`config.mk`:
```
export PLATFORM = sky130hd
export DESIGN_NAME = cpu_core
export DESIGN_NICKNAME = d
export VERILOG_FILES = /design/src/common/cpu_pkg.sv /design/src/decode/instr_decode.sv /design/src/decode/reg_file.sv /design/src/execute/alu_execute.sv /design/src/source/cpu_core.sv /design/src/source/id_ex_pipe_reg.sv
export SDC_FILE = /design/constraint.sdc
export NUM_CORES = 1
export LEC_CHECK = 0
export ABC_AREA = 1
export BUFFER_PORTS_ARGS = -buffer_cell sky130_fd_sc_hd__buf_4
export CAP_MARGIN = 10
export CORE_MARGIN = 10
export CORE_UTILIZATION = 30
export CTS_CLUSTER_SIZE = 12
export DETAILED_ROUTE_END_ITERATION = 10
export PLACE_DENSITY = 0.52
export SLEW_MARGIN = 40
export SYNTH_ARGS = -nofsm -noshare
export SYNTH_HDL_FRONTEND = slang
export SYNTH_SLANG_ARGS = --single-unit
```
`constraint.sdc`:
```
create_clock -name clk -period 2.9 [get_ports clk]
set_input_delay 0.29 -clock clk [delete_from_list [all_inputs] [get_ports clk]]
set_output_delay 0.29 -clock clk [all_outputs]
set_load 0.01 [all_outputs]
```
`src/common/cpu_pkg.sv`:
```
`default_nettype none

package cpu_pkg;

  ////////////////////////////////////////////////////////////
  // Widths shared by every stage
  ////////////////////////////////////////////////////////////
  localparam int data_width     = 16;  // Machine word and register width
  localparam int reg_addr_width = 4;   // Sixteen architectural registers
  localparam int imm_width      = 4;   // Immediate lives in the low nibble
  localparam int shamt_width    = 4;   // Shift amount taken from the operand low bits

  // Instruction layout, most significant nibble first
  // [15:12] opcode, [11:8] rd, [7:4] rs, [3:0] rt or signed immediate
  // Shifts take their amount from the immediate nibble
  // A store reads its data register from the rd nibble
  typedef enum logic [3:0] {
    op_add  = 4'h0,  // rd = rs + rt
    op_sub  = 4'h1,  // rd = rs - rt
    op_xor  = 4'h2,  // rd = rs ^ rt
    op_and  = 4'h3,  // rd = rs & rt
    op_sll  = 4'h4,  // rd = rs << imm
    op_sra  = 4'h5,  // rd = rs >>> imm, sign filled
    op_addi = 4'h6,  // rd = rs + sext(imm)
    op_sw   = 4'h9,  // mem[rs + sext(imm)] = rd
    op_pcs  = 4'he,  // rd = next PC
    op_hlt  = 4'hf   // Stop retiring instructions until reset
  } opcode_t;

  // Operations the execute stage knows how to perform
  typedef enum logic [2:0] {
    alu_add = 3'd0,
    alu_sub = 3'd1,
    alu_and = 3'd2,
    alu_xor = 3'd3,
    alu_sll = 3'd4,
    alu_sra = 3'd5
  } alu_op_t;

  ////////////////////////////////////////////////////////////
  // Control bundles carried across the ID/EX boundary
  ////////////////////////////////////////////////////////////
  typedef struct packed {
    logic [reg_addr_width-1:0] src_reg1;       // First source register number
    logic [reg_addr_width-1:0] src_reg2;       // Second source register number
    logic [data_width-1:0]     alu_in1;        // First ALU operand
    logic [data_width-1:0]     alu_imm;        // Sign extended immediate
    logic [data_width-1:0]     src_reg2_data;  // Second register operand
    alu_op_t                   alu_op;         // Operation to run
    logic                      alu_src;        // Use the immediate as second operand
    logic                      z_en;           // Update the zero flag
    logic                      nv_en;          // Update the sign and overflow flags
  } ex_signals_t;

  typedef struct packed {
    logic [data_width-1:0] mem_write_data;  // Store data
    logic                  mem_enable;      // Issue a memory access
    logic                  mem_write;       // The access is a write
  } mem_signals_t;

  typedef struct packed {
    logic [reg_addr_width-1:0] reg_rd;     // Destination register
    logic                      reg_write;  // Write the result back
    logic                      hlt;        // Halt instruction
    logic                      pcs;        // Result is the saved next PC
  } wb_signals_t;

  // Result handed back to the register file one cycle after decode
  typedef struct packed {
    logic                      valid;
    logic [reg_addr_width-1:0] reg_rd;
    logic [data_width-1:0]     data;
  } wb_result_t;

  // Request presented on the top level memory port
  typedef struct packed {
    logic                  enable;
    logic                  write;
    logic [data_width-1:0] addr;
    logic [data_width-1:0] data;
  } mem_req_t;

endpackage

`default_nettype wire

```
`src/decode/instr_decode.sv`:
```
`timescale 1ns/100ps
`default_nettype none

module instr_decode (
  input  wire logic                                 instr_valid,  // Fetch strobe
  input  wire logic [cpu_pkg::data_width-1:0]       instr,        // Instruction word
  input  wire logic [cpu_pkg::data_width-1:0]       pc_next,      // Address after this one
  output logic      [cpu_pkg::reg_addr_width-1:0]   rs_addr,      // Register file read port 1
  output logic      [cpu_pkg::reg_addr_width-1:0]   rt_addr,      // Register file read port 2
  input  wire logic [cpu_pkg::data_width-1:0]       rs_data,      // Read data for rs
  input  wire logic [cpu_pkg::data_width-1:0]       rt_data,      // Read data for rt
  output cpu_pkg::ex_signals_t                      ex_signals,   // Execute bundle
  output cpu_pkg::mem_signals_t                     mem_signals,  // Memory bundle
  output cpu_pkg::wb_signals_t                      wb_signals    // Write-back bundle
);

  cpu_pkg::opcode_t                       opcode;  // Top nibble seen as an opcode
  logic [cpu_pkg::reg_addr_width-1:0]     rd_fld;  // Destination nibble
  logic [cpu_pkg::data_width-1:0]         imm_ext; // Sign extended low nibble

  ////////////////////////////////////////////////////////////
  // Field extraction
  ////////////////////////////////////////////////////////////
  assign opcode = cpu_pkg::opcode_t'(instr[15:12]);
  assign rd_fld = instr[11:8];
  assign imm_ext = {{(cpu_pkg::data_width-cpu_pkg::imm_width){instr[3]}},
                    instr[cpu_pkg::imm_width-1:0]};

  assign rs_addr = instr[7:4];  // Always the first operand

  // A store has no rt, its data comes from the rd register instead
  assign rt_addr = (opcode == cpu_pkg::op_sw) ? rd_fld : instr[3:0];

  ////////////////////////////////////////////////////////////
  // Control generation
  ////////////////////////////////////////////////////////////
  always_comb begin
    // Start from a bubble and switch on only what the opcode needs
    ex_signals  = '0;
    mem_signals = '0;
    wb_signals  = '0;

    ex_signals.src_reg1      = rs_addr;
    ex_signals.src_reg2      = rt_addr;
    ex_signals.alu_in1       = rs_data;
    ex_signals.alu_imm       = imm_ext;
    ex_signals.src_reg2_data = rt_data;
    ex_signals.alu_op        = cpu_pkg::alu_add;
    mem_signals.mem_write_data = rt_data;  // Only meaningful for a store
    wb_signals.reg_rd          = rd_fld;

    // Without a valid strobe every enable stays low
    if (instr_valid) begin
      case (opcode)
        cpu_pkg::op_add: begin
          ex_signals.alu_op = cpu_pkg::alu_add;
          ex_signals.z_en   = 1'b1;
          ex_signals.nv_en  = 1'b1;
          wb_signals.reg_write = 1'b1;
        end
        cpu_pkg::op_sub: begin
          ex_signals.alu_op = cpu_pkg::alu_sub;
          ex_signals.z_en   = 1'b1;
          ex_signals.nv_en  = 1'b1;
          wb_signals.reg_write = 1'b1;
        end
        cpu_pkg::op_and: begin
          ex_signals.alu_op = cpu_pkg::alu_and;
          ex_signals.z_en   = 1'b1;  // Logic ops touch Z only
          wb_signals.reg_write = 1'b1;
        end
        cpu_pkg::op_xor: begin
          ex_signals.alu_op = cpu_pkg::alu_xor;
          ex_signals.z_en   = 1'b1;
          wb_signals.reg_write = 1'b1;
        end
        cpu_pkg::op_sll: begin
          ex_signals.alu_op  = cpu_pkg::alu_sll;
          ex_signals.alu_src = 1'b1;  // Shift amount is the immediate
          ex_signals.z_en    = 1'b1;
          wb_signals.reg_write = 1'b1;
        end
        cpu_pkg::op_sra: begin
          ex_signals.alu_op  = cpu_pkg::alu_sra;
          ex_signals.alu_src = 1'b1;
          ex_signals.z_en    = 1'b1;
          wb_signals.reg_write = 1'b1;
        end
        cpu_pkg::op_addi: begin
          ex_signals.alu_src = 1'b1;
          ex_signals.z_en    = 1'b1;
          ex_signals.nv_en   = 1'b1;
          wb_signals.reg_write = 1'b1;
        end
        cpu_pkg::op_sw: begin
          ex_signals.alu_src     = 1'b1;  // Address is rs plus offset
          mem_signals.mem_enable = 1'b1;
          mem_signals.mem_write  = 1'b1;
        end
        cpu_pkg::op_pcs: begin
          // Next PC plus zero lands in rd through the adder
          ex_signals.alu_in1 = pc_next;
          ex_signals.alu_imm = '0;
          ex_signals.alu_src = 1'b1;
          wb_signals.reg_write = 1'b1;
          wb_signals.pcs       = 1'b1;
        end
        cpu_pkg::op_hlt: wb_signals.hlt = 1'b1;
        default: ;  // Unused codes retire as no-operations
      endcase
    end
  end

endmodule

`default_nettype wire

```
`src/decode/reg_file.sv`:
```
`timescale 1ns/100ps
`default_nettype none

module reg_file (
  input  wire logic                               clk,
  input  wire logic                               reset,      // Clears all registers
  input  wire logic [cpu_pkg::reg_addr_width-1:0] rs_addr,
  input  wire logic [cpu_pkg::reg_addr_width-1:0] rt_addr,
  output logic      [cpu_pkg::data_width-1:0]     rs_data,
  output logic      [cpu_pkg::data_width-1:0]     rt_data,
  input  wire cpu_pkg::wb_result_t                wb_result   // Write port from execute
);

  localparam int num_regs = 2 ** cpu_pkg::reg_addr_width;

  logic [cpu_pkg::data_width-1:0] regs [num_regs];  // Architectural registers
  logic                           wr_en;            // Write to a real register

  // Register 0 is hard wired so a write to it is simply dropped
  assign wr_en = wb_result.valid && (wb_result.reg_rd != '0);

  ////////////////////////////////////////////////////////////
  // Write port
  ////////////////////////////////////////////////////////////
  always_ff @(posedge clk) begin
    if (reset) begin
      for (int i = 0; i < num_regs; i++) begin
        regs[i] <= '0;
      end
    end else if (wr_en) begin
      regs[wb_result.reg_rd] <= wb_result.data;
    end
  end

  ////////////////////////////////////////////////////////////
  // Read ports with write-through
  ////////////////////////////////////////////////////////////
  // The instruction in execute has not written yet, so its data goes straight across
  always_comb begin
    if (rs_addr == '0) rs_data = '0;                                    // Zero register
    else if (wr_en && (wb_result.reg_rd == rs_addr)) rs_data = wb_result.data;
    else rs_data = regs[rs_addr];

    if (rt_addr == '0) rt_data = '0;
    else if (wr_en && (wb_result.reg_rd == rt_addr)) rt_data = wb_result.data;
    else rt_data = regs[rt_addr];
  end

endmodule

`default_nettype wire

```
`src/execute/alu_execute.sv`:
```
`timescale 1ns/100ps
`default_nettype none

module alu_execute (
  input  wire logic                  clk,
  input  wire logic                  reset,
  input  wire cpu_pkg::ex_signals_t  id_ex_ex_signals,
  input  wire cpu_pkg::mem_signals_t id_ex_mem_signals,
  input  wire cpu_pkg::wb_signals_t  id_ex_wb_signals,
  output cpu_pkg::wb_result_t        wb_result,  // Goes back to the register file
  output cpu_pkg::mem_req_t          mem_req,    // Store request to the memory port
  output logic [2:0]                 flags,      // Z, N, V from high bit down
  output logic                       halted      // Sticky until reset
);

  logic [cpu_pkg::data_width-1:0]  op_a;        // First operand
  logic [cpu_pkg::data_width-1:0]  op_b;        // Second operand after select
  logic [cpu_pkg::data_width-1:0]  sum;         // op_a + op_b
  logic [cpu_pkg::data_width-1:0]  diff;        // op_a - op_b
  logic [cpu_pkg::data_width-1:0]  alu_result;
  logic [cpu_pkg::shamt_width-1:0] shamt;
  logic                            ovf;         // Signed overflow of add or sub
  logic                            msb_a, msb_b;

  ////////////////////////////////////////////////////////////
  // Operand select and arithmetic
  ////////////////////////////////////////////////////////////
  assign op_a  = id_ex_ex_signals.alu_in1;
  assign op_b  = id_ex_ex_signals.alu_src ? id_ex_ex_signals.alu_imm
                                          : id_ex_ex_signals.src_reg2_data;
  assign shamt = op_b[cpu_pkg::shamt_width-1:0];  // Low bits give the shift distance
  assign sum   = op_a + op_b;
  assign diff  = op_a - op_b;
  assign msb_a = op_a[cpu_pkg::data_width-1];
  assign msb_b = op_b[cpu_pkg::data_width-1];

  always_comb begin
    ovf = 1'b0;  // Logic ops never overflow
    case (id_ex_ex_signals.alu_op)
      cpu_pkg::alu_add: begin
        alu_result = sum;
        ovf = (msb_a == msb_b) && (sum[cpu_pkg::data_width-1] != msb_a);  // Like signs, flip
      end
      cpu_pkg::alu_sub: begin
        alu_result = diff;
        ovf = (msb_a != msb_b) && (diff[cpu_pkg::data_width-1] != msb_a);
      end
      cpu_pkg::alu_and: alu_result = op_a & op_b;
      cpu_pkg::alu_xor: alu_result = op_a ^ op_b;
      cpu_pkg::alu_sll: alu_result = op_a << shamt;
      cpu_pkg::alu_sra: alu_result = $signed(op_a) >>> shamt;  // Sign bit fills from the left
      default: alu_result = sum;
    endcase
  end

  ////////////////////////////////////////////////////////////
  // Results to the register file and memory port
  ////////////////////////////////////////////////////////////
  // Nothing leaves the stage once the core has stopped
  assign wb_result.valid  = id_ex_wb_signals.reg_write & ~halted;
  assign wb_result.reg_rd = id_ex_wb_signals.reg_rd;
  assign wb_result.data   = id_ex_wb_signals.pcs ? op_a : alu_result;  // PCS saves the next PC

  assign mem_req.enable = id_ex_mem_signals.mem_enable & ~halted;
  assign mem_req.write  = id_ex_mem_signals.mem_write & ~halted;
  assign mem_req.addr   = alu_result;                        // Base plus offset
  assign mem_req.data   = id_ex_mem_signals.mem_write_data;

  ////////////////////////////////////////////////////////////
  // Flag register and halt
  ////////////////////////////////////////////////////////////
  always_ff @(posedge clk) begin
    if (reset) begin
      flags <= 3'b000;
    end else if (!halted) begin
      if (id_ex_ex_signals.z_en) flags[2] <= (alu_result == '0);
      if (id_ex_ex_signals.nv_en) begin
        flags[1] <= alu_result[cpu_pkg::data_width-1];  // Result sign
        flags[0] <= ovf;
      end
    end
  end

  // Once set only reset brings the core back
  always_ff @(posedge clk) begin
    if (reset) halted <= 1'b0;
    else if (id_ex_wb_signals.hlt) halted <= 1'b1;
  end

endmodule

`default_nettype wire

```
`src/source/cpu_core.sv`:
```
`timescale 1ns/100ps
`default_nettype none

module cpu_core (
  input  wire logic                           clk,
  input  wire logic                           reset,
  input  wire logic                           flush,        // Squash the instruction in decode
  input  wire logic                           instr_valid,  // Fetch presents a word
  input  wire logic [cpu_pkg::data_width-1:0] instr,
  input  wire logic [cpu_pkg::data_width-1:0] pc_next,
  output cpu_pkg::wb_result_t                 wb_result,
  output cpu_pkg::mem_req_t                   mem_req,
  output logic [2:0]                          flags,
  output logic                                halted
);

  logic [cpu_pkg::reg_addr_width-1:0] rs_addr, rt_addr;  // Decode read addresses
  logic [cpu_pkg::data_width-1:0]     rs_data, rt_data;  // Register file read data

  cpu_pkg::ex_signals_t  ex_signals, id_ex_ex_signals;
  cpu_pkg::mem_signals_t mem_signals, id_ex_mem_signals;
  cpu_pkg::wb_signals_t  wb_signals, id_ex_wb_signals;

  ////////////////////////////////////////////////////////////
  // Decode stage
  ////////////////////////////////////////////////////////////
  instr_decode instr_decode0 (
    .instr_valid(instr_valid), .instr(instr), .pc_next(pc_next),
    .rs_addr(rs_addr), .rt_addr(rt_addr), .rs_data(rs_data), .rt_data(rt_data),
    .ex_signals(ex_signals), .mem_signals(mem_signals), .wb_signals(wb_signals)
  );

  // Written by execute, read by decode in the same cycle
  reg_file reg_file0 (
    .clk(clk), .reset(reset),
    .rs_addr(rs_addr), .rt_addr(rt_addr), .rs_data(rs_data), .rt_data(rt_data),
    .wb_result(wb_result)
  );

  ////////////////////////////////////////////////////////////
  // Stage boundary and execute
  ////////////////////////////////////////////////////////////
  // Execute takes the next PC from alu_in1, so the registered copy has no reader here
  id_ex_pipe_reg id_ex_pipe_reg0 (
    .clk(clk), .reset(reset), .flush(flush), .if_id_pc_next(pc_next),
    .ex_signals(ex_signals), .mem_signals(mem_signals), .wb_signals(wb_signals),
    .id_ex_pc_next(), .id_ex_ex_signals(id_ex_ex_signals),
    .id_ex_mem_signals(id_ex_mem_signals), .id_ex_wb_signals(id_ex_wb_signals)
  );

  // Results go back to the register file and out of the core
  alu_execute alu_execute0 (
    .clk(clk), .reset(reset),
    .id_ex_ex_signals(id_ex_ex_signals), .id_ex_mem_signals(id_ex_mem_signals),
    .id_ex_wb_signals(id_ex_wb_signals),
    .wb_result(wb_result), .mem_req(mem_req), .flags(flags), .halted(halted)
  );

endmodule

`default_nettype wire

```
`src/source/id_ex_pipe_reg.sv`:
```
`timescale 1ns/100ps
`default_nettype none

module id_ex_pipe_reg (
  input  wire logic                            clk,
  input  wire logic                            reset,          // Clears every field
  input  wire logic                            flush,          // Turns the stage into a bubble
  input  wire logic [cpu_pkg::data_width-1:0]  if_id_pc_next,  // Next PC from fetch
  input  wire cpu_pkg::ex_signals_t            ex_signals,
  input  wire cpu_pkg::mem_signals_t           mem_signals,
  input  wire cpu_pkg::wb_signals_t            wb_signals,
  output logic      [cpu_pkg::data_width-1:0]  id_ex_pc_next,
  output cpu_pkg::ex_signals_t                 id_ex_ex_signals,
  output cpu_pkg::mem_signals_t                id_ex_mem_signals,
  output cpu_pkg::wb_signals_t                 id_ex_wb_signals
);

  logic clr;  // Clear for the control bundles

  // Either reset or a flush kills the instruction in this stage
  assign clr = reset | flush;

  ////////////////////////////////////////////////////////////
  // Next PC
  ////////////////////////////////////////////////////////////
  // Only reset clears it, a flushed slot still carries its PC
  always_ff @(posedge clk) begin
    if (reset) id_ex_pc_next <= '0;
    else id_ex_pc_next <= if_id_pc_next;
  end

  ////////////////////////////////////////////////////////////
  // Control bundles
  ////////////////////////////////////////////////////////////
  always_ff @(posedge clk) begin
    if (clr) begin
      id_ex_ex_signals  <= '0;  // All enables low means nothing retires
      id_ex_mem_signals <= '0;
      id_ex_wb_signals  <= '0;
    end else begin
      id_ex_ex_signals  <= ex_signals;
      id_ex_mem_signals <= mem_signals;
      id_ex_wb_signals  <= wb_signals;
    end
  end

endmodule

`default_nettype wire

```
==> impl_metrics.tcl <==
set metrics [dict create \
    yosys.cell_types.count 56 \
    fmax_mhz 278 \
    synth_flop_cell "edfxtp_1" \
    drt_iter0_drc 2362 \
    rsz0062_at_grt "yes" \
    area_growth_pct 35.1 \
    yosys.area.top_type_share_pct 38.1 \
    tightest_slew_ns 0.735 \
    io_buffers 94 \
    via_per_inst 5.43 \
    antenna_found_initial 2 \
    grt_max_degree 65 \
    cts_buffers 38 \
    post-route-period-util_pct 124 \
    cp_cell_sequence "clkinv_8 -> buf_12 -> a21oi_4 -> ha_4 -> inv_2 -> nand2_2 -> buf_4 -> inv_2 -> nand2_1 -> nor2_1 -> nand2_1 -> buf_4 -> nand3_2 -> a21oi_2 -> nor2_2 -> nand2_1 -> o21a_1 -> buf_12 -> inv_4 -> buf_6" \
    clock-sinks 310 \
    synth_area_sq_mm 0.0202 \
    hp-class "in2reg" \
    critPathMaxStageDelay_ns 0.43 \
    utilization_pct 41.1 \
    cp_max_fo 6 \
    final-setup-viol-count 273 \
    end_kind "output pin" \
    drc 0 \
    p_leak_uw 0.0114 \
    root_buffer "clkbuf_16" \
    grt_pass1_wl_um 132000 \
    syn_inst 2688 \
    synth_edf_count 256 \
    io_pins 95 \
    yosysMostFrequentCell "nand2_1" \
    critPathMostFrequentCell "nand2_1" \
    fp.dieW_um 279 \
    dp.cells 3770 \
    worst_ep_required_time_ns 2.61 \
    dp_hpwl_um 63900 \
    drive_above_1_share_pct 27.5 \
    routed_wl_um 91100 \
    skew_ns 0.0313 \
    drt-wirelength-per-cell_um 23.1 \
    place_area_sq_mm 0.0237 \
    vias 21400 \
    grt.overflow.total 0 \
    rows 94 \
    yosysWarnings 0 \
    grt_pass1_vias 20300 \
    hold_viol 0 \
    status "complete, but fails checks" \
    h-tree-depth 2 \
    worst_skew_pair.late_latency_ns 0.58 \
    postSynthAreaPerCell_sq_um 7.50 \
    die_area_sq_mm 0.0780 \
    core_sq_mm 0.0662 \
    cts_tree "yes" \
    ant_nets 0 \
    track_usage_pct 22.2 \
    synthTopCellsByCount "531 x nand2_1, 391 x nor2_1, 308 x nand3_1" \
    yosysTopAreaCell "edfxtp_1" \
    setup_slack_ns -0.696 \
    slowest_stage "dfxtp_4" \
    antennaDiodeCount 0 \
    max_slew_margin_pct 50.9 \
    ys_seq_area_share_pct 43.5 \
    p_per_area_mw_per_mm2 498 \
    design_area_sq_mm 0.0272 \
    drtPass1Iterations 6 \
    drv_cap 0 \
    cp-start-kind "flip-flop" \
    violations "setup timing" \
    die_h_um 279 \
    ir_worst_vdd_uv 356 \
    slew_viol_final 0 \
    clockBufferDepth 3 \
    async_reset_ff_share_pct 0 \
    fin_nets 3122 \
    fin_cells 3943 \
    critPathKind "reg2out" \
    start_util_pct 30.5 \
    arrival_ns 3.31 \
    gp_congestion 0.950 \
    clk_pin_slew_ns 0.07 \
    min_period_ns 3.60 \
    ys_ff_latch 310 \
    synth.area.top_cells "edfxtp_1 38%, nand2_1 9.9%, nand3_1 7.6%, nor2_1 7.3%, dfxtp_1 5.4%" \
]
where the power goes:
part	total (uW)	internal [uW]	switching [uW]	leakage [uW]
clock	4730	2700	2030	0.000579
combinational	3750	1520	2230	0.00779
sequential	5100	4970	124	0.00308
total	13600	9190	4380	0.0114
logic make-up after synthesis:
group | share of synthesized area (%)
XOR/XNOR | 0.347
buffers and inverters | 10.0
AND/OR/NAND/NOR | 27.3
adder cells (fa/ha/maj) | 2.37
flip-flops | 43.5
AO/OA/AOI/OAI | 16.4
other | 0.0186
repair_timing:
item	CTS	global route
gates resized for setup	180	201
hold buffers	24	0
gates cloned	2	1
pin swaps	48	58
setup endpoints to repair	266	286
buffers inserted	42	41
endpoints found under the hold margin	22	0
worst max-delay path, delay by kind of cell (launching register included):
family          cells  cell delay, ns
flops               1            0.43
simple gates        7            0.65
compound gates      3            0.41
buf+inv             9            0.98
fa+ha+maj           1            0.24
metrics by stage:
stage / setup TNS, ns / setup WS [ns] / power (uW) / hold slack [ns]
6_report: -54.04 / -0.696 / 13600 / 0.00647
5_1_grt: -85.79 / -0.797 / 14100 / 0.0194
4_1_cts: -35.10 / -0.669 / 13300 / 0.0101
3_5_place_dp: -57.04 / -0.407 / 8180 / 0.427
3_3_place_gp: -45.05 / -0.346 / 8170 / 0.419
2_1_floorplan: 0 / 0.000381 / 6740 / 0.359
layer usage:
metal	up-vias	GRT usage (%)	share of wire [%]
met2	1114	36.2	46
met3	204	3.29	8.6
li1	9773	-	-
met5	-	0	0.029
met4	4	7.16	3.3
met1	10300	29.9	42
cell usage in the layout (no fill, tap or decap), types with 23 or more instances in the layout:
master	instances
buf_6	57
nand2_2	59
buf_4	379
nor2_2	47
a31oi_1	25
nand3_2	23
dlygate4sd3_1	24
o21ai_0	182
dfxtp_1	53
o211ai_1	82
nor2_1	359
clkbuf_16	38
edfxtp_1	256
buf_12	33
inv_2	44
nand3_1	281
a21oi_1	139
inv_1	210
nand2_1	466
path summary, 6_finish.rpt:
path                                                     startpoint                                    to  slack, ns  depth (start not counted)
worst max-delay path            id_ex_pipe_reg0.id_ex_ex_signals[2]                         wb_result[15]      -0.70                         20
worst min-delay path                                    pc_next[11]  id_ex_pipe_reg0.id_ex_ex_signals[49]      0.006                          3
worst max register to register  id_ex_pipe_reg0.id_ex_ex_signals[2]                 alu_execute0.flags[0]      -0.67                         26
worst min register to register  id_ex_pipe_reg0.id_ex_wb_signals[1]                   alu_execute0.halted       0.44                          2
final cells by class:
| type | count | area, sq um |
|---|---|---|
| clock inverter | 22 | 204 |
| timing repair buffer | 496 | 4460 |
| tap | 864 | 1080 |
| fill | 6595 | 39000 |
| clock buffer | 48 | 988 |
| sequential | 310 | 8770 |
| inverter | 272 | 1080 |
| timing repair inverter | 1 | 11.3 |
| multi-input combinational | 1930 | 10600 |
sequential cells by signal, summed over array words and instances, names as in the netlist:
signal,flops
alu_execute0.flags,3
alu_execute0.halted,1
id_ex_pipe_reg0.id_ex_ex_signals,42
id_ex_pipe_reg0.id_ex_mem_signals,1
id_ex_pipe_reg0.id_ex_wb_signals,7
reg_file0.regs,256
Note: power is estimated with default switching activity, not from simulation.
